[src/gf_field_pkg.sv]
// Field width, digit layout, reduction taps and the operand union for GF(2^163).
package gf_field_pkg;

  // Element width, m = 163.
  localparam int FIELD_W = 163;

  // Width of one digit of b.
  localparam int DIGIT_W = 4;

  // Number of digits per element. The top digit is partial.
  localparam int NUM_DIGITS = 41;

  // Operand width padded up to a whole number of digits.
  localparam int PAD_W = NUM_DIGITS * DIGIT_W;

  // Low terms of x^163 + x^7 + x^6 + x^3 + 1 (bits 7, 6, 3 and 0).
  localparam logic [FIELD_W-1:0] POLY_TAPS = {{(FIELD_W - 8){1'b0}}, 8'b1100_1001};

  // One field element in polynomial basis, bit i is the coefficient of x^i.
  typedef logic [FIELD_W-1:0] gf_elem_t;

  // One digit of the multiplier operand.
  typedef logic [DIGIT_W-1:0] gf_digit_t;

  // The padded operand word, seen either flat or as a digit array.
  // Digit k holds bits 4k+3 down to 4k, so digit 40 carries bits 163..160.
  typedef union packed {
    logic [PAD_W-1:0]            flat;
    gf_digit_t [NUM_DIGITS-1:0]  digits;
  } gf_operand_u;

endpackage

[src/mult_seq_pkg.sv]
// Step counter type and the step numbers of the digit-serial multiply sequence.
package mult_seq_pkg;

  // Step counter. It holds 0 while idle and runs up to STEP_DONE.
  typedef logic [5:0] step_t;

  // Step in which the top (partial) digit 40 is issued.
  localparam step_t STEP_FIRST_DIGIT = 6'd1;

  // Step in which digit 0 is issued. The digit index is this value minus the step.
  localparam step_t STEP_LAST_DIGIT = 6'd41;

  // Step in which the accumulator holds the final product and p is written.
  localparam step_t STEP_DONE = 6'd42;

endpackage

[src/digit_feeder.sv]
// Start detection, operand capture, step counter and MSD-first digit selection.
`timescale 1ns/1ns

module digit_feeder
  import gf_field_pkg::*;
  import mult_seq_pkg::*;
(
  input  logic      clk,
  input  logic      rst_n,
  input  logic      start,
  input  gf_elem_t  a,
  input  gf_elem_t  b,
  output gf_elem_t  a_reg,
  output gf_digit_t digit,
  output logic      acc_clear,
  output logic      acc_en,
  output step_t     step,
  output logic      running
);

  gf_operand_u                     b_reg;
  logic [$clog2(NUM_DIGITS)-1:0]   digit_idx;

  // Start seen while idle. This is edge 0 of a new product.
  assign acc_clear = start && !running;

  // Digits are absorbed in steps 1 to 41 only.
  assign acc_en = running && (step >= STEP_FIRST_DIGIT) && (step <= STEP_LAST_DIGIT);

  // Step 1 picks digit 40, step 41 picks digit 0.
  assign digit_idx = STEP_LAST_DIGIT - step;

  assign digit = acc_en ? b_reg.digits[digit_idx] : '0;  // Zero outside the digit steps.

  // Sequence control. Dropping start aborts or ends the sequence.
  always_ff @(posedge clk or negedge rst_n) begin
    if (!rst_n) begin
      step    <= '0;
      running <= 1'b0;
    end else if (!start) begin
      step    <= '0;
      running <= 1'b0;
    end else if (!running) begin
      step    <= STEP_FIRST_DIGIT;
      running <= 1'b1;
    end else if (step != STEP_DONE) begin
      step <= step + 1'b1;  // Holds at STEP_DONE until start is released.
    end
  end

  // Operands are taken once, so the caller may change a and b afterwards.
  always_ff @(posedge clk) begin
    if (acc_clear) begin
      a_reg      <= a;
      b_reg.flat <= {{(PAD_W - FIELD_W){1'b0}}, b};  // Pad bit 163 is always zero.
    end
  end

  // The counter must stop at the result step and never wrap past it.
  a_step_range: assert property (
    @(posedge clk) disable iff (!rst_n)
    step <= STEP_DONE
  ) else $error("step counter ran past STEP_DONE");

  // Clearing and absorbing a digit in the same cycle would lose the digit.
  a_clear_en_excl: assert property (
    @(posedge clk) disable iff (!rst_n)
    !(acc_en && acc_clear)
  ) else $error("acc_en and acc_clear high together");

endmodule

[src/digit_mac.sv]
// Digit partial product, one-digit shift with reduction, and the accumulator register.
`timescale 1ns/1ns

module digit_mac
  import gf_field_pkg::*;
(
  input  logic      clk,
  input  logic      rst_n,
  input  gf_elem_t  a_reg,
  input  gf_digit_t digit,
  input  logic      acc_clear,
  input  logic      acc_en,
  output gf_elem_t  acc
);

  localparam int PROD_W = FIELD_W + DIGIT_W - 1;  // Width of a times one digit.
  localparam int WIDE_W = FIELD_W + DIGIT_W;      // Width of the shifted accumulator.

  logic [PROD_W-1:0] pp;
  logic [WIDE_W-1:0] wide;
  gf_elem_t          acc_next;

  // Carry-less product of a with the current digit.
  always_comb begin
    pp = '0;
    for (int i = 0; i < DIGIT_W; i++) begin
      if (digit[i]) begin
        pp = pp ^ (PROD_W'(a_reg) << i);
      end
    end
  end

  // Horner step: acc * x^4 + a * digit, then fold the top bits back.
  // x^163 = x^7 + x^6 + x^3 + 1, so bit 163 + j folds into POLY_TAPS shifted by j.
  // The shifted taps reach bit 10 at most and never overflow again.
  always_comb begin
    wide     = {acc, {DIGIT_W{1'b0}}} ^ WIDE_W'(pp);
    acc_next = wide[FIELD_W-1:0];
    for (int j = 0; j < DIGIT_W; j++) begin
      if (wide[FIELD_W + j]) begin
        acc_next = acc_next ^ (POLY_TAPS << j);
      end
    end
  end

  // Accumulator. Cleared at edge 0 and loaded once per digit.
  always_ff @(posedge clk or negedge rst_n) begin
    if (!rst_n) begin
      acc <= '0;
    end else if (acc_clear) begin
      acc <= '0;
    end else if (acc_en) begin
      acc <= acc_next;
    end
  end

  // The feeder only issues digits after capturing a, so acc must be known by then.
  a_acc_known: assert property (
    @(posedge clk) disable iff (!rst_n)
    acc_en |-> !$isunknown(acc)
  ) else $error("accumulator has unknown bits while digits are absorbed");

endmodule

[src/gf_mult_top.sv]
// Top level of the GF(2^163) digit-serial multiplier.
`timescale 1ns/1ns

module gf_mult_top
  import gf_field_pkg::*;
  import mult_seq_pkg::*;
(
  input  logic     clk,
  input  logic     rst_n,
  input  logic     start,
  input  gf_elem_t a,
  input  gf_elem_t b,
  output gf_elem_t p,
  output logic     done
);

  gf_elem_t  a_reg;
  gf_digit_t digit;
  logic      acc_clear;
  logic      acc_en;
  step_t     step;
  logic      running;
  gf_elem_t  acc;

  digit_feeder u_feeder (
    .clk       (clk),
    .rst_n     (rst_n),
    .start     (start),
    .a         (a),
    .b         (b),
    .a_reg     (a_reg),
    .digit     (digit),
    .acc_clear (acc_clear),
    .acc_en    (acc_en),
    .step      (step),
    .running   (running)
  );

  digit_mac u_mac (
    .clk       (clk),
    .rst_n     (rst_n),
    .a_reg     (a_reg),
    .digit     (digit),
    .acc_clear (acc_clear),
    .acc_en    (acc_en),
    .acc       (acc)
  );

  result_stage u_result (
    .clk     (clk),
    .rst_n   (rst_n),
    .start   (start),
    .step    (step),
    .running (running),
    .acc     (acc),
    .p       (p),
    .done    (done)
  );

endmodule

[src/result_stage.sv]
// Product output register and the done level.
`timescale 1ns/1ns

module result_stage
  import gf_field_pkg::*;
  import mult_seq_pkg::*;
(
  input  logic     clk,
  input  logic     rst_n,
  input  logic     start,
  input  step_t    step,
  input  logic     running,
  input  gf_elem_t acc,
  output gf_elem_t p,
  output logic     done
);

  logic load;

  // The final digit went in at the previous edge, so acc is complete here.
  assign load = running && (step == STEP_DONE) && !done;

  always_ff @(posedge clk or negedge rst_n) begin
    if (!rst_n) begin
      p    <= '0;
      done <= 1'b0;
    end else if (!start) begin
      done <= 1'b0;  // p keeps the last product.
    end else if (load) begin
      p    <= acc;
      done <= 1'b1;
    end
  end

  // done rises together with the load of the finished accumulator.
  a_done_with_load: assert property (
    @(posedge clk) disable iff (!rst_n)
    $rose(done) |-> (p == acc)
  ) else $error("done rose without p holding the accumulator");

endmodule

[config.mk]
export PLATFORM = sky130hd
export DESIGN_NAME = gf_mult_top
export DESIGN_NICKNAME = d
export VERILOG_FILES = /design/src/gf_field_pkg.sv /design/src/mult_seq_pkg.sv /design/src/digit_feeder.sv /design/src/digit_mac.sv /design/src/gf_mult_top.sv /design/src/result_stage.sv
export SDC_FILE = /design/constraint.sdc
export NUM_CORES = 1
export LEC_CHECK = 0
export BUFFER_PORTS_ARGS = -buffer_cell sky130_fd_sc_hd__buf_2
export CAP_MARGIN = 10
export CORE_ASPECT_RATIO = 1.75
export CORE_MARGIN = 1
export CORE_UTILIZATION = 35
export DETAILED_ROUTE_END_ITERATION = 10
export SLEW_MARGIN = 30
export SYNTH_ARGS = -nofsm -noshare
export SYNTH_HDL_FRONTEND = slang
export SYNTH_SLANG_ARGS = --single-unit
[constraint.sdc]
create_clock -name clk -period 10.68 [get_ports clk]
set_input_delay 1.602 -clock clk [delete_from_list [all_inputs] [get_ports clk]]
set_output_delay 1.602 -clock clk [all_outputs]
set_load 0.05 [all_outputs]
==> impl_metrics.json <==
{
  "outcome": "complete, no violations",
  "hpwl_um": 61300,
  "start_kind": "flop",
  "ctsResizeCount": 0,
  "power_leakage_nw": 17.6,
  "firstDrtPassIters": 5,
  "grt_overflow": 0,
  "syn_to_final_growth_pct": 17.3,
  "finalCriticalPeriod_ns": 5.53,
  "synth-edff-count": 326,
  "critPathKind": "reg2reg",
  "syn_nets": 2973,
  "layout.cells.most_common": "nand2_1",
  "antenna_left": 0,
  "syn_area_per_cell_um2": 12.7,
  "cts_buffers": 68,
  "cts_tree": "yes",
  "whs_path_depth": 1,
  "rows": 149,
  "htree_num_levels": 3,
  "pre_cts_ws_ns": 5.12,
  "cp-startpoint": "u_feeder.step[1]$_DFFE_PN0P_",
  "worst_slack_ns": 5.15,
  "die_area_um2": 96800,
  "clkSinkCount": 660,
  "root_buffer": "clkbuf_16",
  "endpoint_kind": "flop",
  "critPathRequiredTime_ns": 11.18,
  "worstSkewPairLatency_ns": 0.67,
  "max_slew_margin_pct": 34.3,
  "max_freq_ghz": 0.181,
  "die_w_um": 236,
  "drive_above_1_share_pct": 27.1,
  "cp_max_fo": 69,
  "cap_violations": 0,
  "yosys_warnings": 0,
  "fillCellCount": 8844,
  "via_per_inst": 4.94,
  "drt_iter0_markers": 1142,
  "fin_worst_skew_ns": 0.0393,
  "netlist-cell-type-count": 59,
  "drv_slew": 0,
  "final_cells": 4335,
  "hold_viol_final": 0,
  "die_h_um": 411,
  "grt_pass1_vias": 22100,
  "grt_first_pass_wirelength_um": 136000,
  "cts.clk_slew.worst_paths_ns": 0.06,
  "worst_ep_arrival_time_ns": 6.03,
  "io_buffers": 492,
  "synth_top_flop_cell": "dfrtp_1",
  "power_density_nw_per_um2": 168,
  "r2r_start": "u_feeder.step[1]$_DFFE_PN0P_",
  "synth-seq-cells": 660,
  "postSynthCellCount": 2638,
  "post-route-drc-count": 0,
  "cts_hold_buf": 0,
  "core_area_um2": 94500,
  "hold_path_startpoint": "u_result.p[90]$_DFFE_PN0P_",
  "antenna_found_initial": 18,
  "grt_max_degree": 165,
  "worst_slew_pin_slew_ns": 0.986,
  "fin_nets": 3403,
  "routabilityCongestion": 0.820,
  "synth-async-reset-ratio_pct": 50.6,
  "rsz0062_at_grt": "false",
  "synth_area_um2": 33400,
  "initial_core_util_pct": 35.4,
  "period_share_pct": 51.8,
  "hold_ws_ns": 0.498,
  "wl_per_cell_um": 20.5,
  "grt_usage_pct": 18.5,
  "ir_drop_uv": 150,
  "final_util_pct": 41.5,
  "post_cts_buffers": 0,
  "totalWireLength_um": 88700,
  "final_cell_mix": "649 x nand2_1, 491 x buf_2, 332 x dfrtp_1, 326 x xnor2_1, 326 x edfxtp_1",
  "cts.path.max_buffers": 3,
  "setup_tns_ns": 0,
  "io_pins": 493,
  "setup_violations": 0,
  "via_count": 21400,
  "seq_area_frac_synth_pct": 54.3,
  "r2r_cells": 13,
  "worst_hold_path_type": "reg2reg",
  "dp.cells": 4203
}
==> per-stage QoR <==
stage                     power, W  instance area [um^2]
after floorplan            0.00387                 33400
after global placement     0.00418                 36800
after detailed placement   0.00419                 36800
after CTS                  0.00670                 39100
after global routing       0.00689                 39200
final                      0.00660                 39200
==> worst paths after layout <==
check | endpoint | slack (ns)
max in group asynchronous | u_mac.acc[83]$_DFFE_PN0P_ | 7.84
max | u_mac.acc[68]$_DFFE_PN0P_ | 5.15
min reg2reg | u_result.p[90]$_DFFE_PN0P_ | 0.50
min in group asynchronous | u_result.p[148]$_DFFE_PN0P_ | 0.91
min | u_result.p[90]$_DFFE_PN0P_ | 0.50
max reg2reg | u_mac.acc[68]$_DFFE_PN0P_ | 5.15
==> worst max-delay path, stage by stage, from the launching register on <==
cell	delay (ns)
dfrtp_2	0.34
buf_4	0.48
inv_1	0.22
ha_1	0.83
mux4_2	0.34
mux2i_1	0.07
o2111ai_1	0.33
o311a_1	0.39
and2_4	0.62
buf_4	0.71
nand2_1	0.19
xnor3_1	0.41
xnor2_1	0.18
o21ai_1	0.07
==> kinds of logic (layout without fill, tap and decap cells) <==
kind of cell	Yosys count	in the layout	synth area share, %
buffers and inverters	168	653	2.62
flip-flops	660	660	54.3
AO/OA/AOI/OAI	205	205	3.40
XOR/XNOR	506	506	20.1
multiplexers	222	222	8.57
adder cells (fa/ha/maj)	6	6	0.225
AND/OR/NAND/NOR	871	871	10.8
other	0	4	0
==> layout make-up <==
class / count / area [um^2] / share of cell area, %
clock buffers: 87 / 1830 / 4.66
flip-flops and latches: 660 / 18100 / 46.3
repair buffers: 522 / 2800 / 7.14
well taps: 1208 / 1510 / 3.86
inverters: 6 / 30.0 / 0.0766
diodes: 4 / 10.0 / 0.0255
clock inverters: 38 / 448 / 1.14
multi-input cells: 1810 / 14400 / 36.8
==> per-layer routing <==
metal	global-route usage [%]	wire, um	part of all wire (%)	vias to the layer above
li1	-	-	-	9983
met1	21.9	35500	40	10600
met3	3.82	4910	5.5	154
met4	7.11	2860	3.2	20
met5	0	135	0.15	-
met2	32.6	45200	51	654
==> Yosys cell counts, types with 3 or more instances <==
cell | number | area (um^2)
buf_6 | 13 | 146
mux2_2 | 172 | 1940
xnor2_1 | 326 | 2860
inv_1 | 5 | 18.8
xor2_1 | 13 | 114
nand4_1 | 10 | 62.6
buf_1 | 3 | 11.3
ha_1 | 6 | 75.1
clkbuf_1 | 83 | 312
and3_1 | 4 | 25.0
buf_8 | 6 | 90.1
mux4_2 | 34 | 766
dfrtp_1 | 334 | 8360
buf_2 | 53 | 265
nor2_1 | 7 | 26.3
nand3_1 | 180 | 901
nand2_1 | 649 | 2440
edfxtp_1 | 326 | 9790
mux2i_1 | 16 | 160
nor2b_1 | 3 | 18.8
nand2b_1 | 3 | 18.8
o21ai_0 | 21 | 105
a21oi_1 | 8 | 40.0
o21a_1 | 5 | 37.5
buf_4 | 4 | 30.0
o21ai_1 | 144 | 721
xnor3_1 | 164 | 3690
o22ai_1 | 3 | 18.8
nor3_1 | 6 | 30.0
==> power breakdown <==
part | leakage, nW | internal [W] | switching, W
clock network | 1.09 | 0.00138 | 0.00109
logic | 8.89 | 0.000515 | 0.000447
registers | 7.61 | 0.00290 | 0.000260
total | 17.6 | 0.00480 | 0.00180
Power figures use the tool's default switching activity.
